**src/legalizer_pkg.sv**
```systemverilog
// Shared widths, page constants and scalar types of the burst legalizer
package legalizer_pkg;

    // ----------------------------------------------------------
    // Bus geometry
    // ----------------------------------------------------------

    // Data bus width in bits
    localparam int unsigned DATA_WIDTH = 32;

    // Bytes per beat
    localparam int unsigned STRB_WIDTH = DATA_WIDTH / 8;

    // Byte offset bits inside one beat
    localparam int unsigned OFFSET_WIDTH = $clog2(STRB_WIDTH);

    // Byte address and transfer length
    localparam int unsigned ADDR_WIDTH = 24;
    localparam int unsigned LEN_WIDTH  = 24;

    // ----------------------------------------------------------
    // Page and burst limits
    // ----------------------------------------------------------

    // AXI bursts may not cross a 4 KiB boundary, 256 beats is tighter here
    localparam int unsigned PAGE_SIZE = 1024;

    // Address bits inside one page
    localparam int unsigned PAGE_ADDR_WIDTH = $clog2(PAGE_SIZE);

    // Width of the log2 max beats setting
    localparam int unsigned LLEN_WIDTH = 3;

    // AXI len field
    localparam int unsigned BEATS_WIDTH = 8;

    // ----------------------------------------------------------
    // Scalar types
    // ----------------------------------------------------------

    // Byte address
    typedef logic [ADDR_WIDTH-1:0] addr_t;

    // Remaining transfer length in bytes
    typedef logic [LEN_WIDTH-1:0] len_t;

    // Byte count up to and including one full page
    typedef logic [PAGE_ADDR_WIDTH:0] page_len_t;

    // Byte position inside a beat
    typedef logic [OFFSET_WIDTH-1:0] offset_t;

    // Beats minus one, as on AR/AW len
    typedef logic [BEATS_WIDTH-1:0] beats_t;

    // Log2 of max beats per burst
    typedef logic [LLEN_WIDTH-1:0] llen_t;

endpackage
```
**src/chan_ctrl_if.sv**
```systemverilog
// Control interface between the flow coordinator and one burst channel
`timescale 1ns/100ps

interface chan_ctrl_if;

    // Channel to coordinator
    // Distance from the current address to the next legal boundary
    legalizer_pkg::page_len_t bytes_to_pb;
    // Remaining length fits this burst, or nothing in flight
    logic done;

    // Coordinator to channel
    // Byte limit of the current burst
    legalizer_pkg::page_len_t bytes_possible;
    // Advance state this cycle
    logic ena;
    // Take a new request this cycle
    logic load;
    // Drop the transfer in flight
    logic kill;

    modport coord (
        input  bytes_to_pb,
        input  done,
        output bytes_possible,
        output ena,
        output load,
        output kill
    );

    modport chan (
        output bytes_to_pb,
        output done,
        input  bytes_possible,
        input  ena,
        input  load,
        input  kill
    );

endinterface

```
**src/legalizer_top.sv**
```systemverilog
// Burst legalizer top level: coordinator and read/write burst channels
`timescale 1ns/100ps

module legalizer_top (
    input  logic                    clk_i,
    input  logic                    reset_i,

    // 1D copy request
    input  logic                    valid_i,
    input  legalizer_pkg::len_t     length_i,
    input  legalizer_pkg::addr_t    src_addr_i,
    input  legalizer_pkg::addr_t    dst_addr_i,
    input  logic                    decouple_rw_i,
    input  logic                    src_reduce_len_i,
    input  logic                    dst_reduce_len_i,
    input  legalizer_pkg::llen_t    src_max_llen_i,
    input  legalizer_pkg::llen_t    dst_max_llen_i,
    output logic                    ready_o,

    // Read burst stream
    output logic                    r_valid_o,
    output legalizer_pkg::addr_t    r_addr_o,
    output legalizer_pkg::beats_t   r_len_o,
    output legalizer_pkg::offset_t  r_offset_o,
    output legalizer_pkg::offset_t  r_tailer_o,
    input  logic                    r_ready_i,

    // Write burst stream
    output logic                    w_valid_o,
    output legalizer_pkg::addr_t    w_addr_o,
    output legalizer_pkg::beats_t   w_len_o,
    output legalizer_pkg::offset_t  w_offset_o,
    output legalizer_pkg::offset_t  w_tailer_o,
    output logic                    w_last_o,
    input  logic                    w_ready_i,

    // Control and status
    input  logic                    flush_i,
    input  logic                    kill_i,
    output logic                    r_busy_o,
    output logic                    w_busy_o
);

    // One control link per side
    chan_ctrl_if r_ctrl_if ();
    chan_ctrl_if w_ctrl_if ();

    // ----------------------------------------------------------
    // Flow coordinator
    // ----------------------------------------------------------

    rw_coordinator i_rw_coordinator (
        .clk_i         (clk_i),
        .reset_i       (reset_i),
        .valid_i       (valid_i),
        .decouple_rw_i (decouple_rw_i),
        .r_ready_i     (r_ready_i),
        .w_ready_i     (w_ready_i),
        .flush_i       (flush_i),
        .kill_i        (kill_i),
        .ready_o       (ready_o),
        .r_valid_o     (r_valid_o),
        .w_valid_o     (w_valid_o),
        .busy_r_i      (r_busy_o),
        .busy_w_i      (w_busy_o),
        .r_ctrl        (r_ctrl_if.coord),
        .w_ctrl        (w_ctrl_if.coord)
    );

    // ----------------------------------------------------------
    // Read side, source address
    // ----------------------------------------------------------

    // Last flag only matters on the write side
    burst_chan i_read_chan (
        .clk_i        (clk_i),
        .reset_i      (reset_i),
        .addr_i       (src_addr_i),
        .length_i     (length_i),
        .reduce_len_i (src_reduce_len_i),
        .max_llen_i   (src_max_llen_i),
        .ctrl         (r_ctrl_if.chan),
        .busy_o       (r_busy_o),
        .addr_o       (r_addr_o),
        .len_o        (r_len_o),
        .offset_o     (r_offset_o),
        .tailer_o     (r_tailer_o),
        .last_o       ()
    );

    // ----------------------------------------------------------
    // Write side, destination address
    // ----------------------------------------------------------

    burst_chan i_write_chan (
        .clk_i        (clk_i),
        .reset_i      (reset_i),
        .addr_i       (dst_addr_i),
        .length_i     (length_i),
        .reduce_len_i (dst_reduce_len_i),
        .max_llen_i   (dst_max_llen_i),
        .ctrl         (w_ctrl_if.chan),
        .busy_o       (w_busy_o),
        .addr_o       (w_addr_o),
        .len_o        (w_len_o),
        .offset_o     (w_offset_o),
        .tailer_o     (w_tailer_o),
        .last_o       (w_last_o)
    );

endmodule

```
**src/rw_coordinator.sv**
```systemverilog
// Read/write coordinator with option register, byte limits, enables, valids and request ready
`timescale 1ns/100ps

module rw_coordinator (
    input  logic        clk_i,
    input  logic        reset_i,
    input  logic        valid_i,
    input  logic        decouple_rw_i,
    input  logic        r_ready_i,
    input  logic        w_ready_i,
    input  logic        flush_i,
    input  logic        kill_i,
    output logic        ready_o,
    output logic        r_valid_o,
    output logic        w_valid_o,
    input  logic        busy_r_i,
    input  logic        busy_w_i,
    chan_ctrl_if.coord  r_ctrl,
    chan_ctrl_if.coord  w_ctrl
);

    // Option of the transfer in flight
    logic decouple_q;
    // Request taken this cycle
    logic load;
    // Nearer boundary of the two sides
    legalizer_pkg::page_len_t c_bytes_to_pb;
    // Side allowed to move by its readies
    logic r_go;
    logic w_go;

    // ----------------------------------------------------------
    // Option register
    // ----------------------------------------------------------

    always_ff @(posedge clk_i) begin
        if (reset_i) begin
            decouple_q <= 1'b0;
        end else if (load) begin
            decouple_q <= decouple_rw_i;
        end
    end

    // ----------------------------------------------------------
    // Byte limits
    // ----------------------------------------------------------

    assign c_bytes_to_pb = (r_ctrl.bytes_to_pb > w_ctrl.bytes_to_pb) ?
                           w_ctrl.bytes_to_pb : r_ctrl.bytes_to_pb;

    // Coupled sides share one burst size
    assign r_ctrl.bytes_possible = decouple_q ? r_ctrl.bytes_to_pb : c_bytes_to_pb;
    assign w_ctrl.bytes_possible = decouple_q ? w_ctrl.bytes_to_pb : c_bytes_to_pb;

    // ----------------------------------------------------------
    // Flow control
    // ----------------------------------------------------------

    // Own ready plus the other ready when coupled
    assign r_go = r_ready_i && (decouple_q || w_ready_i);
    assign w_go = w_ready_i && (decouple_q || r_ready_i);

    // Kill forces a state update on both sides
    assign r_ctrl.ena = (r_go && !flush_i) || kill_i;
    assign w_ctrl.ena = (w_go && !flush_i) || kill_i;
    assign r_ctrl.kill = kill_i;
    assign w_ctrl.kill = kill_i;

    assign r_valid_o = busy_r_i && r_go && !flush_i;
    assign w_valid_o = busy_w_i && w_go && !flush_i;

    // Next request once both sides finish
    assign ready_o = r_ctrl.done && w_ctrl.done && r_ready_i && w_ready_i && !flush_i;
    assign load    = valid_i && ready_o;
    assign r_ctrl.load = load;
    assign w_ctrl.load = load;

    // ----------------------------------------------------------
    // Assertions
    // ----------------------------------------------------------

    // Ready without a new request leaves both channels idle next cycle
    a_ready_when_done: assert property (@(posedge clk_i) disable iff (reset_i)
        (ready_o && !valid_i && !kill_i) |=> (!busy_r_i && !busy_w_i));

endmodule

```
**src/burst_chan.sv**
```systemverilog
// Burst channel: mutable transfer state, burst cutting and AXI burst fields
`timescale 1ns/100ps

module burst_chan (
    input  logic                    clk_i,
    input  logic                    reset_i,
    input  legalizer_pkg::addr_t    addr_i,
    input  legalizer_pkg::len_t     length_i,
    input  logic                    reduce_len_i,
    input  legalizer_pkg::llen_t    max_llen_i,
    chan_ctrl_if.chan               ctrl,
    output logic                    busy_o,
    output legalizer_pkg::addr_t    addr_o,
    output legalizer_pkg::beats_t   len_o,
    output legalizer_pkg::offset_t  offset_o,
    output legalizer_pkg::offset_t  tailer_o,
    output logic                    last_o
);

    // Transfer state
    legalizer_pkg::addr_t     addr_q;
    legalizer_pkg::len_t      length_q;
    logic                     valid_q;
    logic                     reduce_len_q;
    legalizer_pkg::llen_t     max_llen_q;

    // Current burst
    legalizer_pkg::page_len_t num_bytes;
    logic                     fits;
    // Offset plus burst bytes, one bit of headroom
    logic [legalizer_pkg::PAGE_ADDR_WIDTH+1:0] span;

    // Boundary for the current address with the stored options
    page_splitter i_page_splitter (
        .addr_i        (addr_q),
        .reduce_len_i  (reduce_len_q),
        .max_llen_i    (max_llen_q),
        .bytes_to_pb_o (ctrl.bytes_to_pb)
    );

    // ----------------------------------------------------------
    // Burst cutting
    // ----------------------------------------------------------

    // Rest of the transfer fits under the granted limit
    assign fits = (length_q <= legalizer_pkg::len_t'(ctrl.bytes_possible));

    // Full limit, or whatever is left
    assign num_bytes = fits ? legalizer_pkg::page_len_t'(length_q) : ctrl.bytes_possible;

    // Kill also ends the transfer in this cycle
    assign ctrl.done = !valid_q || fits || ctrl.kill;

    // ----------------------------------------------------------
    // State
    // ----------------------------------------------------------

    always_ff @(posedge clk_i) begin
        if (reset_i) begin
            valid_q      <= 1'b0;
            length_q     <= '0;
            reduce_len_q <= 1'b0;
            max_llen_q   <= '0;
        end else if (ctrl.load) begin
            // New request, even over a kill
            valid_q      <= 1'b1;
            length_q     <= length_i;
            reduce_len_q <= reduce_len_i;
            max_llen_q   <= max_llen_i;
        end else if (ctrl.kill) begin
            valid_q      <= 1'b0;
            length_q     <= '0;
            reduce_len_q <= 1'b0;
            max_llen_q   <= '0;
        end else if (ctrl.ena && valid_q) begin
            if (fits) begin
                // Last burst goes out now
                valid_q <= 1'b0;
            end else begin
                length_q <= length_q - legalizer_pkg::len_t'(num_bytes);
            end
        end
    end

    // Address follows the issued bursts
    always_ff @(posedge clk_i) begin
        if (ctrl.load) begin
            addr_q <= addr_i;
        end else if (ctrl.ena && valid_q && !fits && !ctrl.kill) begin
            addr_q <= addr_q + legalizer_pkg::addr_t'(num_bytes);
        end
    end

    // ----------------------------------------------------------
    // AXI burst fields
    // ----------------------------------------------------------

    assign offset_o = addr_q[legalizer_pkg::OFFSET_WIDTH-1:0];
    assign span     = {1'b0, num_bytes} + offset_o;

    // Beat aligned start
    assign addr_o   = {addr_q[legalizer_pkg::ADDR_WIDTH-1:legalizer_pkg::OFFSET_WIDTH],
                       {legalizer_pkg::OFFSET_WIDTH{1'b0}}};
    assign len_o    = legalizer_pkg::beats_t'((span - 1'b1) >> legalizer_pkg::OFFSET_WIDTH);
    // Zero means the last beat is full
    assign tailer_o = legalizer_pkg::offset_t'(span);
    assign last_o   = ctrl.done;
    assign busy_o   = valid_q;

    // ----------------------------------------------------------
    // Assertions
    // ----------------------------------------------------------

    // Granted limit never lets a burst run past a page end
    a_no_page_cross: assert property (@(posedge clk_i) disable iff (reset_i)
        valid_q |-> ({1'b0, addr_q[legalizer_pkg::PAGE_ADDR_WIDTH-1:0]} + num_bytes)
                    <= legalizer_pkg::PAGE_SIZE);

    // Beat count within the reduced limit
    a_llen_limit: assert property (@(posedge clk_i) disable iff (reset_i)
        (valid_q && reduce_len_q) |-> ({1'b0, len_o} < (9'd1 << max_llen_q)));

endmodule

```
**src/page_splitter.sv**
```systemverilog
// Page splitter: distance from an address to the next legal burst boundary
`timescale 1ns/100ps

module page_splitter (
    input  legalizer_pkg::addr_t     addr_i,
    input  logic                     reduce_len_i,
    input  legalizer_pkg::llen_t     max_llen_i,
    output legalizer_pkg::page_len_t bytes_to_pb_o
);

    // Window set by the beat limit
    legalizer_pkg::page_len_t llen_window;
    // Window actually in force
    legalizer_pkg::page_len_t window;
    // Position of the address inside that window
    legalizer_pkg::page_len_t addr_in_window;

    // ----------------------------------------------------------
    // Window size
    // ----------------------------------------------------------

    // Bytes per beat times max beats
    assign llen_window = legalizer_pkg::page_len_t'(legalizer_pkg::STRB_WIDTH) << max_llen_i;

    // Page always applies, beat limit only when reduce is on
    always_comb begin
        window = legalizer_pkg::page_len_t'(legalizer_pkg::PAGE_SIZE);
        if (reduce_len_i && (llen_window < window)) begin
            window = llen_window;
        end
    end

    // ----------------------------------------------------------
    // Distance to boundary
    // ----------------------------------------------------------

    // Window is a power of two, so modulo is a mask
    assign addr_in_window = {1'b0, addr_i[legalizer_pkg::PAGE_ADDR_WIDTH-1:0]}
                          & (window - 1'b1);

    // Never zero, at least one byte is left before the boundary
    assign bytes_to_pb_o = window - addr_in_window;

endmodule

```
**config.mk**
```make
export PLATFORM = sky130hd
export DESIGN_NAME = legalizer_top
export DESIGN_NICKNAME = d
export VERILOG_FILES = /design/src/legalizer_pkg.sv /design/src/chan_ctrl_if.sv /design/src/legalizer_top.sv /design/src/rw_coordinator.sv /design/src/burst_chan.sv /design/src/page_splitter.sv
export SDC_FILE = /design/constraint.sdc
export NUM_CORES = 1
export LEC_CHECK = 0
export ABC_CLOCK_PERIOD_IN_PS = 11350
export BUFFER_PORTS_ARGS = -buffer_cell sky130_fd_sc_hd__buf_2
export CAP_MARGIN = 30
export CELL_PAD_IN_SITES_DETAIL_PLACEMENT = 1
export CELL_PAD_IN_SITES_GLOBAL_PLACEMENT = 1
export CORE_MARGIN = 8
export CORE_UTILIZATION = 40
export CTS_CLUSTER_SIZE = 14
export DETAILED_ROUTE_END_ITERATION = 8
export PLACE_DENSITY = 0.81
export REMOVE_ABC_BUFFERS = 1
export SLEW_MARGIN = 20
export SYNTH_ARGS = -nofsm -noshare
export SYNTH_HDL_FRONTEND = slang
export SYNTH_HIERARCHICAL = 1
export SYNTH_SLANG_ARGS = --single-unit
```
**constraint.sdc**
```tcl
create_clock -name clk_i -period 11.35 [get_ports clk_i]
set_clock_uncertainty 0.15 [all_clocks]
set_input_delay 2.27 -clock clk_i [delete_from_list [all_inputs] [get_ports clk_i]]
set_output_delay 2.27 -clock clk_i [all_outputs]
set_load 0.01 [all_outputs]
```
==> metrics.txt, run 1 <==
Avg Inst Size Synth 7.89 um2; Critical Path Start Type register; number of cells after detailed placement 1949; Reg clk slew, reported paths 0.09 ns; initial antenna violation count 0; most frequent cells in the layout 162 x buf_2, 139 x nand2_1, 102 x inv_1, 102 x o21ai_0, 97 x nor2_1; worst-margin pin slew 0.942 ns; Sequential cell area 2640 um2; PnR Total Power 2.23 mW; largest net degree at the start of global routing 77; crit path max fanout 8; commonest non-fill, non-tap cell in the layout buf_2; CTS sink count 107; first-pass GRT wire length 64800 um; fin crit period 11.14 ns; die width 185 um; core footprint 28400 um2; ANT nets after route 0; port bufs 161; CTS H-tree depth 3; crit-path max cell delay 0.45 ns; Tcrit/Tclk final 98.1%; # fillers 3560; root buffer cell clkbuf_16; fmax 0.0898 GHz; M3 GR Usage 3.59%; Area growth, synth to finish 17.3%; Nets 1781; Die Y 185 um; setup TNS 0 ns; layout cells sized above 1 21.7%; Row Count 62; via count 12000; synth warn 6; Critical Path RT 8.93 ns; Pleak 5.56 nW; final std cells w/o fill 1995; Max Cap Violations 0; CTS tree yes; DRT Pass-1 Iters 5; status complete, no violations; peak supply drop 0.0745 mV; Die ar. 34200 um2; Iter 0 DRT Violations 714; Total Wirelength 42400 um; met2 usage 40.6%; global-route usage over all layers 23.5%; vias in the first global route 12200; # setup viols final 0; I/O pins 166; crit path buf inv count 7; grt total ovfl 0; WL/cell 21.3 um; Initial Util 40.3%; Syn Std Cell Area 11400 um2; cts hold-fix bufs 0; GPL Wtd Cong 0.914; Cells after Synth 1449; DRC 0; PD cells 167 nW/um2; met1 usage 29.1%; CTS buffer count 9; area of the multi-input gates 8320 um2; hold crit path type register to register; Top delay family on crit path compound AO/OA/AOI/OAI gates; CP max-delay cell or3_4; most used routing layer met2; WP data arrival 8.72 ns; # diodes 0; worst setup path class register to primary output; final core occ 47.2%; clock buffer depth 2; Worst Setup End Kind primary output; post-DR vias/cell 6.03; Hold Vio Cnt, Final 0; RSZ-0062 raised after global routing true; Max-slew headroom 37.2%; Worst-Skew Late Latency 0.38 ns; Final HPWL DP 32100 um; Slew Viols, Final 0
## path summary, 6_finish.rpt
| kind | from | to | slack [ns] | depth (start not counted) |
|---|---|---|---|---|
| setup / recovery | i_read_chan/max_llen_q[1] | r_len_o[5] | 0.21 | 39 |
| hold / removal | i_write_chan/length_q[0] | i_write_chan/length_q[0] | 0.35 | 2 |
| setup reg to reg | i_write_chan/max_llen_q[1] | i_write_chan/addr_q[16] | 1.51 | 40 |
| hold reg to reg | i_write_chan/length_q[0] | i_write_chan/length_q[0] | 0.35 | 2 |
## stage by stage
step	hold slack (ns)	area, um2	setup WS, ns
final	0.354	13400	0.214
after global routing	0.389	13400	-0.141
after CTS	0.353	13000	0.0138
after detailed placement	0.337	12500	-0.00415
after global placement	0.326	12500	0.286
after floorplan	0.318	11100	-0.455
## worst min-delay path: stages (launching register included)
cell	delay, ns
dfxtp_1	0.32
nor2_1	0.10
nor3_1	0.05
## registers in the layout, indices dropped and copies added (netlist names)
signal                       flops
i_read_chan/addr_q              24
i_read_chan/busy_o               1
i_read_chan/length_q            24
i_read_chan/max_llen_q           3
i_read_chan/reduce_len_q         1
i_rw_coordinator/decouple_q      1
i_write_chan/addr_q             24
i_write_chan/busy_o              1
i_write_chan/length_q           24
i_write_chan/max_llen_q          3
i_write_chan/reduce_len_q        1
## final cells by class
| cell class | count | share of cell area (%) |
|---|---|---|
| Multi-Input combinational cell | 1165 | 62.0 |
| Sequential cell | 107 | 19.7 |
| Timing Repair Buffer | 216 | 9.31 |
| Tap cell | 384 | 3.58 |
| Inverter | 107 | 2.99 |
| Clock buffer | 10 | 1.87 |
| Clock inverter | 6 | 0.541 |
## power breakdown
group          total [mW]  internal (mW)  switching (mW)
registers           0.489          0.447          0.0415
clock network       0.352          0.171           0.181
logic                1.39          0.568           0.824
total                2.23           1.19            1.05
## metal layers
metal	wire (um)	up-vias
met2	20500	314
met4	1510	0
met3	2090	96
met5	0	-
li1	-	5680
met1	18300	5941
## repair_timing
action	in CTS	in global routing
pin swaps	5	28
resized for setup	16	55
endpoints found under the setup margin	11	14
gates cloned	0	1
setup buffers	7	21
Note: power is estimated with default switching activity, not from simulation.
==> run 2: changes to the inputs <==
Settings changed: CORE_ASPECT_RATIO set to 0.75.
==> metrics.txt, run 2 (synthesis results as in run 1) <==
status complete, no violations (unchanged); fmax 0.0904 GHz (was 0.0898 GHz); fin crit period 11.06 ns (was 11.14 ns); PnR worst setup slack 0.290 ns (was 0.214 ns); setup TNS 0 ns (unchanged); crit path buf inv count 6 (was 7); peak supply drop 0.0907 mV (was 0.0745 mV); Max Cap Violations 0 (unchanged); Reg clk slew, reported paths 0.08 ns (was 0.09 ns); most used cell, CP ha_1; Hold Vio Cnt, Final 0 (unchanged); final core occ 47.1% (was 47.2%); crit path max fanout 12 (was 8); Worst Setup End Kind primary output (unchanged); GPL Wtd Cong 0.922 (was 0.914); root buffer cell clkbuf_16 (unchanged); crit-path max cell delay 0.53 ns (was 0.45 ns); layout cells sized above 1 20.4% (was 21.7%); Total Wirelength 42200 um (was 42400 um); ANT nets after route 0 (unchanged); PnR Total Power 2.19 mW (was 2.23 mW); first-pass GRT wire length 66300 um (was 64800 um); grt total ovfl 0 (unchanged); hold crit path type register to register (unchanged); Area growth, synth to finish 15.6% (was 17.3%); DRC 0 (unchanged); initial antenna violation count 0 (unchanged); CTS tree yes (unchanged); Slew Viols, Final 0 (unchanged); PD cells 166 nW/um2 (was 167 nW/um2); Worst-Skew Late Latency 0.38 ns (about the same); largest net degree at the start of global routing 76 (was 77); Die ar. 34300 um2 (was 34200 um2); Row Count 53 (was 62); CTS buffer count 9 (unchanged); die width 211 um (was 185 um); number of cells after detailed placement 1952 (was 1949); worst-margin pin slew 0.912 ns (was 0.942 ns); commonest non-fill, non-tap cell in the layout buf_2 (unchanged); Top delay family on crit path compound AO/OA/AOI/OAI gates (unchanged); Critical Path RT 8.93 ns (about the same); Critical Path Start Type register (unchanged); CTS H-tree depth 3 (unchanged); vias in the first global route 12000 (was 12200); Die Y 162 um (was 185 um); via count 11900 (was 12000); global-route usage over all layers 23.8% (was 23.5%); final std cells w/o fill 1983 (was 1995); I/O pins 166 (unchanged); port bufs 161 (unchanged); Iter 0 DRT Violations 886 (was 714); # diodes 0 (unchanged); Max-slew headroom 39.2% (was 37.2%); Nets 1768 (was 1781); WP data arrival 8.64 ns (was 8.72 ns); Final HPWL DP 32800 um (was 32100 um); Initial Util 40.8% (was 40.3%); Pleak 5.44 nW (was 5.56 nW); clock buffer depth 2 (unchanged); CP max-delay cell mux4_2 (was or3_4); core footprint 28100 um2 (was 28400 um2); CTS sink count 107 (unchanged); worst setup path class register to primary output (unchanged); post-DR vias/cell 6.01 (was 6.03); Tcrit/Tclk final 97.4% (was 98.1%); # setup viols final 0 (unchanged); setup slack, reg-to-reg 1.52 ns (was 1.51 ns); WL/cell 21.3 um (about the same); dpl ws -0.106 ns (was -0.00415 ns); DRT Pass-1 Iters 5 (unchanged); most frequent cells in the layout 161 x buf_2, 139 x nand2_1, 105 x inv_1 (was 162 x buf_2, 139 x nand2_1, 102 x inv_1, 102 x o21ai_0, 97 x nor2_1)
[run 2: changes by cell type in the layout (fill, tap and decap cells not counted), moves of 3 or more]
cell	change
inv_2	-3
buf_4	-7
buf_6	-4
inv_1	+3
[run 2: path summary, 6_finish.rpt]
check / depth (start not counted) / start / endpoint
max: 36 / i_read_chan/max_llen_q[0] / w_len_o[5]
min: 2 / i_write_chan/length_q[22] / i_write_chan/length_q[22]
max reg2reg: 38 / i_read_chan/max_llen_q[0] / i_write_chan/addr_q[16]
min reg2reg: 2 / i_write_chan/length_q[22] / i_write_chan/length_q[22]
[run 2: worst min-delay path: cells and delay by family, from the launching register on]
kind / cells / cell delay [ns]
and+or+nand+nor: 1 / 0.06
AOI/OAI and AO/OA: 1 / 0.09
DFF: 1 / 0.33
[run 2: cell type report]
class / count / area (um2)
Clock buffer: 10 / 239
Tap cell: 385 / 482
Inverter: 107 / 402
Sequential cell: 107 / 2640
Timing Repair Buffer: 203 / 1140
Multi-Input combinational cell: 1165 / 8260
Clock inverter: 6 / 46.3
Fill cell: 3479 / 14800
[run 2: layer usage]
layer  global-route usage, %  share of wire [%]  vias up
met3                    3.65                5.1       59
met2                    38.3                 46      341
met1                    32.4                 47     5854
li1                        -                  -     5662
met4                    7.33                2.4        0
met5                       0                  0        -
[run 2: what timing repair did]
item / CTS / global route
buffers inserted: 5 / 10
hold buffers: 0 / 0
pin swaps: 4 / 13
endpoints found under the hold margin: 0 / 0
gates resized for setup: 19 / 37
setup endpoints to repair: 12 / 13
[run 2: where the power goes]
part	total, mW	internal [mW]	switching, mW
Combinational	1.37	0.555	0.817
Clock	0.333	0.159	0.174
Sequential	0.489	0.447	0.0417
[run 2: metrics by stage]
| step | hold slack [ns] | cell area (um2) |
|---|---|---|
| 3_3_place_gp | 0.330 | 12600 |
| 5_1_grt | 0.423 | 13200 |
| 6_report | 0.383 | 13200 |
| 3_5_place_dp | 0.367 | 12600 |
| 2_1_floorplan | 0.318 | 11100 |
| 4_1_cts | 0.383 | 13000 |
